<file path="src/source/lsu_isa_pkg.sv">
package lsu_isa_pkg;

    // ------------------------------
    // operation encodings
    // ------------------------------
    typedef enum logic [3:0] {
        OP_NONE = 4'd0,   // bubble, no effect
        OP_PASS = 4'd1,   // writes base straight through
        OP_LW   = 4'd2,
        OP_LH   = 4'd3,
        OP_LHU  = 4'd4,
        OP_LB   = 4'd5,
        OP_LBU  = 4'd6,
        OP_LWL  = 4'd7,   // unaligned left part
        OP_LWR  = 4'd8,   // unaligned right part
        OP_SW   = 4'd9,
        OP_SH   = 4'd10,
        OP_SB   = 4'd11
    } mem_op_t;

    // ------------------------------
    // address map and sizes
    // ------------------------------
    localparam int PHYS_MASK_BITS = 3;   // kseg0/kseg1 fold
    localparam int REG_NUM_W      = 5;   // 32 registers

    function automatic logic is_load(input mem_op_t op);
        return op inside {OP_LW, OP_LH, OP_LHU, OP_LB, OP_LBU, OP_LWL, OP_LWR};
    endfunction

    function automatic logic is_store(input mem_op_t op);
        return op inside {OP_SW, OP_SH, OP_SB};
    endfunction

    function automatic logic writes_rf(input mem_op_t op);
        return is_load(op) || (op == OP_PASS);
    endfunction

endpackage
</file>
<file path="src/source/lsu_pipe_pkg.sv">
package lsu_pipe_pkg;

    // ------------------------------
    // stage payloads
    // ------------------------------
    typedef struct packed {
        lsu_isa_pkg::mem_op_t                      op;
        logic [31:0]                               base;
        logic [15:0]                               offset;     // sign-extended in exe
        logic [31:0]                               store_data;
        logic [lsu_isa_pkg::REG_NUM_W-1:0]         dest;
    } mem_cmd_t;

    typedef struct packed {
        lsu_isa_pkg::mem_op_t                      op;
        logic [1:0]                                addr_low;
        logic [31:0]                               pass_value;
        logic [lsu_isa_pkg::REG_NUM_W-1:0]         dest;
    } exe_to_mem_t;

    typedef struct packed {
        lsu_isa_pkg::mem_op_t                      op;
        logic [1:0]                                addr_low;
        logic [31:0]                               data;       // raw ram word or pass value
        logic [3:0]                                merge_mask; // bytes taken from data
        logic [lsu_isa_pkg::REG_NUM_W-1:0]         dest;
    } mem_to_wb_t;

    // ------------------------------
    // external ports
    // ------------------------------
    typedef struct packed {
        logic        en;
        logic [3:0]  wen;   // byte lanes, 0 on reads
        logic [31:0] addr;  // physical byte address
        logic [31:0] wdata;
    } sram_req_t;

    typedef struct packed {
        logic                              we;
        logic [lsu_isa_pkg::REG_NUM_W-1:0] wnum;
        logic [31:0]                       wdata;
    } rf_write_t;

endpackage

</file>
<file path="src/source/lsu_top.sv">
`timescale 1ns/1ns

module lsu_top (
    input  logic                    clk,
    input  logic                    rst_n,
    input  logic                    issue_valid,
    input  lsu_pipe_pkg::mem_cmd_t  issue,
    output logic                    issue_allowin,
    output lsu_pipe_pkg::sram_req_t sram_req,
    input  logic [31:0]             sram_rdata,
    input  logic                    commit_ready,
    output lsu_pipe_pkg::rf_write_t rf_write
);

    import lsu_pipe_pkg::*;

    // ------------------------------
    // stage boundaries
    // ------------------------------
    logic        to_mem_valid;
    exe_to_mem_t to_mem;
    logic        mem_allowin;
    logic        to_wb_valid;
    mem_to_wb_t  to_wb;
    logic        wb_allowin;

    exe_agu u_exe (
        .issue_valid   (issue_valid),
        .issue         (issue),
        .issue_allowin (issue_allowin),
        .mem_allowin   (mem_allowin),
        .to_mem_valid  (to_mem_valid),
        .to_mem        (to_mem),
        .sram_req      (sram_req)
    );

    mem_stage u_mem (
        .clk        (clk),
        .rst_n      (rst_n),
        .in_valid   (to_mem_valid),
        .in_cmd     (to_mem),
        .in_allowin (mem_allowin),
        .sram_rdata (sram_rdata),
        .out_valid  (to_wb_valid),
        .out_data   (to_wb),
        .wb_allowin (wb_allowin)
    );

    wb_commit u_wb (
        .clk          (clk),
        .rst_n        (rst_n),
        .in_valid     (to_wb_valid),
        .in_data      (to_wb),
        .in_allowin   (wb_allowin),
        .commit_ready (commit_ready),
        .rf_write     (rf_write)
    );

endmodule

</file>
<file path="src/source/wb_commit.sv">
`timescale 1ns/1ns

module wb_commit (
    input  logic                     clk,
    input  logic                     rst_n,
    input  logic                     in_valid,
    input  lsu_pipe_pkg::mem_to_wb_t in_data,
    output logic                     in_allowin,
    input  logic                     commit_ready,
    output lsu_pipe_pkg::rf_write_t  rf_write
);

    import lsu_isa_pkg::*;
    import lsu_pipe_pkg::*;

    mem_to_wb_t  held;
    logic        held_valid;
    logic [31:0] regs [32];
    logic [31:0] old_value;    // current register content for lwl/lwr
    logic [31:0] shifted;
    logic [31:0] lane_mask;
    logic [31:0] result;
    logic [4:0]  shamt;

    stage_reg #(
        .payload_t (mem_to_wb_t)
    ) u_reg (
        .clk         (clk),
        .rst_n       (rst_n),
        .in_valid    (in_valid),
        .in_payload  (in_data),
        .in_allowin  (in_allowin),
        .out_valid   (held_valid),
        .out_payload (held),
        .out_allowin (commit_ready)
    );

    assign old_value = (held.dest == '0) ? 32'h0 : regs[held.dest];
    assign shamt     = {held.addr_low, 3'b000};
    assign lane_mask = {{8{held.merge_mask[3]}}, {8{held.merge_mask[2]}},
                        {8{held.merge_mask[1]}}, {8{held.merge_mask[0]}}};

    // ------------------------------
    // load alignment
    // ------------------------------
    always_comb begin
        shifted = held.data >> shamt;   // addressed byte to lane 0
        result  = held.data;
        case (held.op)
            OP_LB:  result = {{24{shifted[7]}}, shifted[7:0]};
            OP_LBU: result = {24'h0, shifted[7:0]};
            OP_LH:  result = {{16{shifted[15]}}, shifted[15:0]};
            OP_LHU: result = {16'h0, shifted[15:0]};
            OP_LWL: begin
                shifted = held.data << (5'd24 - shamt);   // low bytes up to the top
                result  = (shifted & lane_mask) | (old_value & ~lane_mask);
            end
            OP_LWR: begin
                result = (shifted & lane_mask) | (old_value & ~lane_mask);
            end
            default: result = held.data;   // lw and pass
        endcase
    end

    // ------------------------------
    // commit
    // ------------------------------
    always_comb begin
        rf_write.we    = held_valid && commit_ready && writes_rf(held.op);
        rf_write.wnum  = held.dest;
        rf_write.wdata = result;
    end

    // r0 stays zero
    always_ff @(posedge clk) begin
        if (rf_write.we && rf_write.wnum != '0) begin
            regs[rf_write.wnum] <= rf_write.wdata;
        end
    end

endmodule

</file>
<file path="src/source/mem_stage.sv">
`timescale 1ns/1ns

module mem_stage (
    input  logic                      clk,
    input  logic                      rst_n,
    input  logic                      in_valid,
    input  lsu_pipe_pkg::exe_to_mem_t in_cmd,
    output logic                      in_allowin,
    input  logic [31:0]               sram_rdata,
    output logic                      out_valid,
    output lsu_pipe_pkg::mem_to_wb_t  out_data,
    input  logic                      wb_allowin
);

    import lsu_isa_pkg::*;
    import lsu_pipe_pkg::*;

    exe_to_mem_t held;
    logic [3:0]  merge_mask;

    stage_reg #(
        .payload_t (exe_to_mem_t)
    ) u_reg (
        .clk         (clk),
        .rst_n       (rst_n),
        .in_valid    (in_valid),
        .in_payload  (in_cmd),
        .in_allowin  (in_allowin),
        .out_valid   (out_valid),
        .out_payload (held),
        .out_allowin (wb_allowin)
    );

    // ------------------------------
    // lwl/lwr byte merge, little endian
    // ------------------------------
    always_comb begin
        merge_mask = 4'b1111;
        if (held.op == OP_LWL) begin
            merge_mask = 4'b1111 << (3 - held.addr_low);   // high bytes of the register
        end else if (held.op == OP_LWR) begin
            merge_mask = 4'b1111 >> held.addr_low;         // low bytes of the register
        end
    end

    // ram data is stable while this stage is occupied
    always_comb begin
        out_data.op         = held.op;
        out_data.addr_low   = held.addr_low;
        out_data.data       = is_load(held.op) ? sram_rdata : held.pass_value;
        out_data.merge_mask = merge_mask;
        out_data.dest       = held.dest;
    end

endmodule

</file>
<file path="src/source/exe_agu.sv">
`timescale 1ns/1ns

module exe_agu (
    input  logic                    issue_valid,
    input  lsu_pipe_pkg::mem_cmd_t  issue,
    output logic                    issue_allowin,
    input  logic                    mem_allowin,
    output logic                    to_mem_valid,
    output lsu_pipe_pkg::exe_to_mem_t to_mem,
    output lsu_pipe_pkg::sram_req_t sram_req
);

    import lsu_isa_pkg::*;

    logic [31:0] vaddr;
    logic [31:0] paddr;
    logic        fire;       // transfer into mem this cycle
    logic        touches_ram;
    logic [3:0]  st_wen;
    logic [31:0] st_wdata;

    // ------------------------------
    // address generation
    // ------------------------------
    assign vaddr = issue.base + {{16{issue.offset[15]}}, issue.offset};
    assign paddr = {{PHYS_MASK_BITS{1'b0}}, vaddr[31-PHYS_MASK_BITS:0]};   // fixed mapping

    // nothing held here, so exe accepts whenever mem does
    assign issue_allowin = mem_allowin;
    assign fire          = issue_valid && mem_allowin;
    assign touches_ram   = is_load(issue.op) || is_store(issue.op);

    // ------------------------------
    // store lanes
    // ------------------------------
    always_comb begin
        st_wen   = 4'b0000;
        st_wdata = issue.store_data;
        case (issue.op)
            OP_SW: begin
                st_wen = 4'b1111;
            end
            OP_SH: begin
                st_wen   = paddr[1] ? 4'b1100 : 4'b0011;   // upper or lower half
                st_wdata = {2{issue.store_data[15:0]}};
            end
            OP_SB: begin
                st_wen   = 4'b0001 << paddr[1:0];
                st_wdata = {4{issue.store_data[7:0]}};
            end
            default: begin
                st_wen = 4'b0000;   // loads read with no lanes
            end
        endcase
    end

    // ------------------------------
    // ram request, only when the access cannot stall
    // ------------------------------
    always_comb begin
        sram_req.en    = fire && touches_ram;
        sram_req.wen   = (fire && is_store(issue.op)) ? st_wen : 4'b0000;
        sram_req.addr  = paddr;
        sram_req.wdata = st_wdata;
    end

    // payload for the memory stage
    always_comb begin
        to_mem_valid        = issue_valid;
        to_mem.op           = issue.op;
        to_mem.addr_low     = paddr[1:0];
        to_mem.pass_value   = issue.base;   // pass ops skip the ram
        to_mem.dest         = issue.dest;
    end

endmodule

</file>
<file path="src/source/stage_reg.sv">
`timescale 1ns/1ns

module stage_reg #(
    parameter type payload_t = logic
) (
    input  logic     clk,
    input  logic     rst_n,
    input  logic     in_valid,
    input  payload_t in_payload,
    output logic     in_allowin,
    output logic     out_valid,
    output payload_t out_payload,
    input  logic     out_allowin
);

    logic     valid_q;
    payload_t payload_q;

    // empty, or the held entry leaves this cycle
    assign in_allowin = !valid_q || out_allowin;

    always_ff @(posedge clk) begin
        if (!rst_n) begin
            valid_q   <= 1'b0;
            payload_q <= '0;
        end else if (in_allowin) begin
            valid_q <= in_valid;
            if (in_valid) begin
                payload_q <= in_payload;   // load only on a transfer
            end
        end
    end

    assign out_valid   = valid_q;
    assign out_payload = payload_q;

endmodule

</file>
<file path="config.mk">
export PLATFORM = sky130hd
export DESIGN_NAME = lsu_top
export DESIGN_NICKNAME = d
export VERILOG_FILES = /design/src/source/lsu_isa_pkg.sv /design/src/source/lsu_pipe_pkg.sv /design/src/source/lsu_top.sv /design/src/source/wb_commit.sv /design/src/source/mem_stage.sv /design/src/source/exe_agu.sv /design/src/source/stage_reg.sv
export SDC_FILE = /design/constraint.sdc
export NUM_CORES = 1
export LEC_CHECK = 0
export BUFFER_PORTS_ARGS = -buffer_cell sky130_fd_sc_hd__buf_2
export CORE_UTILIZATION = 29
export CTS_BUF_LIST = sky130_fd_sc_hd__clkbuf_8
export CTS_CLUSTER_DIAMETER = 150
export DETAILED_ROUTE_END_ITERATION = 7
export HOLD_SLACK_MARGIN = 0.1
export PLACE_DENSITY = 0.51
export REMOVE_ABC_BUFFERS = 1
export SKIP_CTS_REPAIR_TIMING = 1
export SYNTH_ARGS = -nofsm -noshare
export SYNTH_HDL_FRONTEND = slang
export SYNTH_SLANG_ARGS = --single-unit
</file>
<file path="constraint.sdc">
create_clock -name clk -period 3.5 [get_ports clk]
set_input_delay 0.175 -clock clk [delete_from_list [all_inputs] [get_ports clk]]
set_output_delay 0.175 -clock clk [all_outputs]
set_load 0.02 [all_outputs]
</file>
==> results of run 1 <==
## worst min-delay path by stage
stage,start,end,cells after the start
final,issue[59],u_mem.u_reg.out_payload[11],4
after global routing,issue[59],u_mem.u_reg.out_payload[11],4
after CTS,issue[2],u_mem.u_reg.out_payload[2],3
after detailed placement,issue[2],u_mem.u_reg.out_payload[2],3
after global placement,issue_valid,u_mem.u_reg.out_valid,3
after floorplan,rst_n,u_wb.u_reg.out_valid,1
## through the flow
stage	util [%]	std cells	cell area, sq um
after global placement	33.3	5030	53000
final	38.1	5690	60700
after detailed placement	33.3	5030	53000
after floorplan	-	2416	46000
after global routing	38.1	5690	60700
after CTS	35.4	5359	56400
## power groups by stage
stage,registers (mW),clock network (mW),logic [mW]
2_1_floorplan,15.3,0,1.31
3_3_place_gp,15.3,0,2.36
5_1_grt,15.0,11.5,3.23
3_5_place_dp,15.3,0,2.38
4_1_cts,15.0,11.0,2.39
6_report,15.0,10.7,3.04
## per-layer routing
metal	up-vias	GRT usage (%)
li1	12100	-
met1	15000	23.0
met2	1198	28.4
met3	218	4.09
met4	0	5.14
met5	-	0
## area by class of cell
class	count	area, sq um
fillers	14700	98400
flip-flops and latches	1121	32700
multi-input cells	1289	14200
repair buffers	790	7650
well taps	2146	2690
clock buffers	192	2640
clock inverters	137	722
inverters	14	52.6
diodes	1	2.50
## cells in the final DEF (no fill, tap or decap), types with 32 or more instances in the layout
| cell | n |
|---|---|
| dfxtp_1 | 88 |
| clkinv_1 | 42 |
| nor2_1 | 66 |
| buf_12 | 77 |
| edfxtp_1 | 1024 |
| o21ai_0 | 57 |
| buf_2 | 203 |
| nand2_1 | 206 |
| dlygate4sd3_1 | 134 |
| buf_4 | 292 |
| conb_1 | 35 |
| a21boi_0 | 53 |
| buf_6 | 32 |
| o211a_1 | 35 |
| mux2i_1 | 79 |
| clkbuf_8 | 192 |
| inv_1 | 76 |
| nand3_1 | 44 |
| nor2_4 | 39 |
| mux4_2 | 320 |
## flip-flops by register name, indices dropped and copies added, names as in the netlist, named ones only
name                     flops
u_mem.u_reg.out_payload     43
u_mem.u_reg.out_valid        1
u_wb.regs                 1024
u_wb.u_reg.out_payload      47
u_wb.u_reg.out_valid         1
## kinds of logic (layout without fill, tap and decap cells)
group / count (synthesis) / in the layout
adders and majority gates: 29 / 29
AOI/OAI and AO/OA: 321 / 325
other: 1 / 36
DFF: 1121 / 1121
and+or+nand+nor: 430 / 434
xor gates and xnor gates: 24 / 24
muxes: 442 / 442
buffers and inverters: 184 / 1133
## critical path, cell delays in order, from the launching register on
cell and delay, ns:
dfxtp_4 0.38, buf_12 0.15, buf_16 0.16, buf_16 0.15
buf_8 0.11, mux4_2 0.50, mux4_2 0.48, mux2i_1 0.17
o21ai_1 0.09, a221o_2 0.39, buf_12 0.15, buf_8 0.13
==> results.sh, run 1 <==
export IMPL_status="finished, violations left"
export IMPL_violations="negative setup slack"
export IMPL_core_area_sq_um=159000
export IMPL_share_seq_of_total_power_pct=52.2
export IMPL_pwr_share_comb_pct=10.6
export IMPL_wl_met1_um=64900
export IMPL_synthXorXnorAreaFrac_pct=0.450
export IMPL_skew_ns=0.0456
export IMPL_synth_top_area_share_pct=65.9
export IMPL_synthCells=2552
export IMPL_max_freq_mhz=253
export IMPL_highest_layer="met4"
export IMPL_synthMuxAreaShare_pct=18.1
export IMPL_p_sw_share_pct=24.6
export IMPL_synth_seq_cells=1121
export IMPL_dr_pass1_iters=5
export IMPL_clockPowerShare_pct=37.2
export IMPL_r2r_slack_ns=0.15
export IMPL_ys_top_cells_by_count="1024 x edfxtp_1, 320 x mux4_2, 207 x nand2_1"
export IMPL_wl_per_cell_um=26.8
export IMPL_yosys_warnings=0
export IMPL_cap_violations=0
export IMPL_synth_enable_flop_cells=1024
export IMPL_syn_cell_area_sq_um=46700
export IMPL_synth_simple_area_share_pct=3.96
export IMPL_place_gp_congestion=0.856
export IMPL_nets=3555
export IMPL_p_switching_mw=7.07
export IMPL_wl_met2_um=73400
export IMPL_total_leakage_power_nw=21.1
export IMPL_synthArstFlopShare_pct=0
export IMPL_worstMarginPinSlew_ns=1.01
export IMPL_cts_tree="built"
export IMPL_overflow=0
export IMPL_dieArea_sq_um=163000
export IMPL_synthAdderAreaFrac_pct=0.793
export IMPL_met3WireLength_um=10500
export IMPL_synth_compound_area_share_pct=4.80
export IMPL_path_class="reg2out"
export IMPL_first_global_vias=26800
export IMPL_fin_crit_sh_pct=113
export IMPL_viasPerCell=5.00
export IMPL_ys_flop_type="edfxtp_1"
export IMPL_fin_tns_setup_ns=-10.29
export IMPL_grt_pass1_wl_um=200000
export IMPL_htreeDepth=4
export IMPL_p_per_area_nw_per_um2=473
export IMPL_drive_gt1_share_pct=38.5
export IMPL_yosys_area_top_type="edfxtp_1"
export IMPL_setup_ws_ns=-0.452
export IMPL_place_hpwl_um=87500
export IMPL_crit_path_end_kind="output port"
export IMPL_grtUsageTotal_pct=17.4
export IMPL_row_count=146
export IMPL_max_slew_margin_pct=31.9
export IMPL_antenna_left=0
export IMPL_vias=28500
export IMPL_clk_pin_slew_ns=0.06
export IMPL_clockBufferDepth=3
export IMPL_grt_max_degree=92
export IMPL_drtIter0Drc=2894
export IMPL_synth_seq_area_share_pct=70.0
export IMPL_synth_cell_types=68
export IMPL_internal_power_mw=21.6
export IMPL_die_h_um=403
export IMPL_syn_avg_cell_area_sq_um=18.3
export IMPL_initial_core_util_pct=29.3
export IMPL_maxSlewViolCount=0
export IMPL_grt_setup_unrepaired="true"
export IMPL_root_buffer="clkbuf_8"
export IMPL_port_buffers=229
export IMPL_antenna_found_initial=3
export IMPL_r2r_end="u_wb.regs[16][6]"
export IMPL_place_ws_ns=0.0314
export IMPL_insertion_delay_ns=0.91
export IMPL_wirelength_um=152000
export IMPL_p_total_mw=28.7
export IMPL_clock_sinks=1121
export IMPL_synth_top_cells_by_area="edfxtp_1 66%, mux4_2 15%, dfxtp_1 4.2%, mux2i_1 1.9%, nand2_1 1.7%"
export IMPL_endpoint="rf_write[0]"
export IMPL_ir_drop_v=0.000263
export IMPL_path_max_fanout=7
export IMPL_synth_top_family_by_area="multiplexers"
export IMPL_die_w_um=403
export IMPL_timing_final_crit_period_ns=3.95
export IMPL_numCtsBuffers=185
export IMPL_hp_class="in2reg"
export IMPL_setup_viol=32
export IMPL_boundaryPins=233
export IMPL_worst_r2r_cell_count=10
export IMPL_area_delta_synth_final_pct=30.0
export IMPL_required_ns=3.32
export IMPL_drc_errors=0
export IMPL_critPathArrivalTime_ns=3.78
export IMPL_hold_viol=0
export IMPL_synth_most_common_cell="edfxtp_1"
export IMPL_cp_start_kind="flip-flop"
export IMPL_hold_slack_ns=0.129
No activity file was read; power rests on OpenSTA's default activity.
==> run 2, diff against run 1 <==
--- a/config.mk
+++ b/config.mk
@@ -5,6 +5,7 @@
 export SDC_FILE = /design/constraint.sdc
 export NUM_CORES = 1
 export LEC_CHECK = 0
+export ABC_AREA = 1
 export BUFFER_PORTS_ARGS = -buffer_cell sky130_fd_sc_hd__buf_2
 export CORE_UTILIZATION = 29
 export CTS_BUF_LIST = sky130_fd_sc_hd__clkbuf_8
==> run 2 against run 1 <==
  * The flow now finishes without violations
  * Clock power is essentially flat
  * Synthesized area grew 5.3%
  * Flip-flop and latch count is the same
  * Combinational power grew 85%
  * Sequential share of layout area shrank 1.3 points
  * Critical path type unchanged
  * Largest cell class unchanged
==> results.sh, run 2 <==
export IMPL_r2r_slack_ns=0.64
export IMPL_die_w_um=414
export IMPL_maxSlewViolCount=0
export IMPL_synthMuxAreaShare_pct=0.0611
export IMPL_yosys_warnings=0
export IMPL_wirelength_um=185000
export IMPL_grt_pass1_wl_um=245000
export IMPL_clock_sinks=1121
export IMPL_max_freq_mhz=286
export IMPL_clk_pin_slew_ns=0.06
export IMPL_synthAdderAreaFrac_pct=0.753
export IMPL_vias=39000
export IMPL_wl_met1_um=78800
export IMPL_design_area_sq_um=62200
export IMPL_grt_setup_unrepaired="true"
export IMPL_layout_common_cells="1468 x nand2_1, 1024 x edfxtp_1, 980 x nand3_1"
export IMPL_hold_viol=0
export IMPL_synth_enable_flop_cells=1024
export IMPL_pwr_share_comb_pct=17.6
export IMPL_nets=5497
export IMPL_initial_core_util_pct=29.3
export IMPL_grt_max_degree=92
export IMPL_syn_cell_area_sq_um=49200
export IMPL_die_h_um=414
export IMPL_placed_area_sq_um=54400
export IMPL_met3WireLength_um=15400
export IMPL_p_total_mw=32.0
export IMPL_final_common_cell="nand2_1"
export IMPL_cp_start_kind="flip-flop"
export IMPL_fin_tns_setup_ns=0
export IMPL_synth_compound_area_share_pct=3.81
export IMPL_hp_class="in2reg"
export IMPL_antenna_left=0
export IMPL_status="complete, no violations"
export IMPL_clockBufferDepth=3
export IMPL_ys_top_cells_by_count="1501 x nand2_1, 1024 x edfxtp_1, 1004 x nand3_1"
export IMPL_internal_power_mw=22.8
export IMPL_cap_violations=0
export IMPL_highest_layer="met4"
export IMPL_synth_top_cells_by_area="edfxtp_1 63%, nand2_1 11%, nand3_1 10%, dfxtp_1 3.9%, nor2_1 1.6%"
export IMPL_drive_gt1_share_pct=18.5
export IMPL_insertion_delay_ns=0.91
export IMPL_required_ns=3.32
export IMPL_setup_ws_ns=0.00634
export IMPL_largest_reg_flops=1024
export IMPL_hold_slack_ns=0.136
export IMPL_port_buffers=229
export IMPL_r2r_end="u_wb.regs[10][15]"
export IMPL_synth_most_common_cell="nand2_1"
export IMPL_drc_errors=0
export IMPL_clockPowerShare_pct=34.5
export IMPL_holdPathStages=4
export IMPL_utilization_pct=37.1
export IMPL_path_class="reg2out"
export IMPL_worstMarginPinSlew_ns=0.902
export IMPL_p_sw_share_pct=28.9
export IMPL_synth_seq_area_share_pct=66.5
export IMPL_grtUsageTotal_pct=19.6
export IMPL_synthCells=4691
export IMPL_synth_top_area_share_pct=62.5
export IMPL_synthXorXnorAreaFrac_pct=0.427
export IMPL_place_inst=7091
export IMPL_path_max_fanout=17
export IMPL_wl_met2_um=86100
export IMPL_numCtsBuffers=189
export IMPL_synthArstFlopShare_pct=0
export IMPL_synth_top_family_by_area="simple AND/OR/NAND/NOR gates"
export IMPL_skew_ns=0.0541
export IMPL_drtIter0Drc=4046
export IMPL_dr_pass1_iters=6
export IMPL_area_delta_synth_final_pct=26.5
export IMPL_synth_simple_area_share_pct=23.7
export IMPL_worst_r2r_cell_count=16
export IMPL_viasPerCell=5.06
export IMPL_share_seq_of_total_power_pct=47.9
export IMPL_yosys_area_top_type="edfxtp_1"
export IMPL_core_area_sq_um=168000
export IMPL_p_per_area_nw_per_um2=515
export IMPL_htreeDepth=4
export IMPL_slowest_delay_ns=0.46
export IMPL_wl_per_cell_um=24.0
export IMPL_total_leakage_power_nw=23.9
export IMPL_root_buffer="clkbuf_8"
export IMPL_row_count=150
export IMPL_ir_drop_v=0.000304
export IMPL_place_gp_congestion=0.916
export IMPL_fin_cells=7709
export IMPL_hold_start="issue[84]"
export IMPL_dieArea_sq_um=171000
export IMPL_cp_slowest_cell="dfxtp_4"
export IMPL_min_to="u_mem.u_reg.out_payload[36]"
export IMPL_max_slew_margin_pct=39.8
export IMPL_fillCellCount=16700
export IMPL_cts_tree="built"
export IMPL_syn_avg_cell_area_sq_um=10.5
export IMPL_synth_cell_types=45
export IMPL_synth_seq_cells=1121
export IMPL_ys_flop_type="edfxtp_1"
export IMPL_crit_path_end_kind="output port"
export IMPL_place_hpwl_um=105000
export IMPL_p_switching_mw=9.24
export IMPL_fin_crit_sh_pct=99.8
export IMPL_critPathArrivalTime_ns=3.32
export IMPL_first_global_vias=35300
export IMPL_antenna_found_initial=5
export IMPL_timing_final_crit_period_ns=3.49
export IMPL_path_cells="buf_12 -> clkinv_16 -> buf_6 -> clkbuf_16 -> nand2_1 -> nand3_1 -> nand3_1 -> nand2_1 -> nand2_1 -> nand3_1 -> nand3_1 -> nand2_1 -> nand2_2 -> a21oi_4 -> buf_12 -> buf_2"
export IMPL_overflow=0
export IMPL_setup_viol=0
export IMPL_boundaryPins=233
export IMPL_place_ws_ns=0.225
export IMPL_top_register="u_wb.regs"
run 2: worst max-delay path, delay by kind of cell, from the launching register on:
family / cells / cell delay [ns]
buf+inv: 6 / 1.07
flops: 1 / 0.46
simple gates: 9 / 0.79
compound gates: 1 / 0.07
run 2: how the worst max path moves through the flow:
stage / slack [ns] / depth (start not counted) / to
6_report: 0.006 / 16 / rf_write[4]
5_1_grt: -0.11 / 16 / rf_write[29]
4_1_cts: -0.77 / 13 / rf_write[18]
3_5_place_dp: 0.23 / 13 / u_wb.regs[9][18]
3_3_place_gp: 0.18 / 13 / u_wb.regs[9][18]
2_1_floorplan: -11.69 / 11 / u_wb.regs[0][24]
run 2: cell families after synthesis:
group	count (synthesis)
other	1
DFF	1121
muxes	3
adders and majority gates	29
AOI/OAI and AO/OA	324
buffers and inverters	437
xor gates and xnor gates	24
and+or+nand+nor	2752
run 2: cell type report:
class | count | area [sq um] | area share (%)
multi-input combinational | 3167 | 15100 | 24.3
tap | 2204 | 2760 | 4.44
sequential | 1121 | 32700 | 52.6
inverter | 138 | 597 | 0.960
clock inverter | 154 | 836 | 1.34
timing repair inverter | 6 | 105 | 0.169
antenna | 7 | 17.5 | 0.0282
timing repair buffer | 720 | 7430 | 12.0
clock buffer | 192 | 2640 | 4.25
run 2: power by group through the flow:
stage | logic [mW] | clock network, mW | registers [mW]
after detailed placement | 4.45 | 0 | 15.6
after global routing | 6.00 | 11.8 | 15.4
final | 5.63 | 11.0 | 15.3
after floorplan | 2.39 | 0 | 15.8
after CTS | 4.47 | 11.2 | 15.3
after global placement | 4.44 | 0 | 15.6
run 2: routing by layer:
metal  vias to the layer above  global-route usage [%]
li1                      17700                       -
met1                     19300                    26.8
met2                      1769                    31.3
met3                       290                    3.93
met4                         0                    5.78
met5                         -                       0
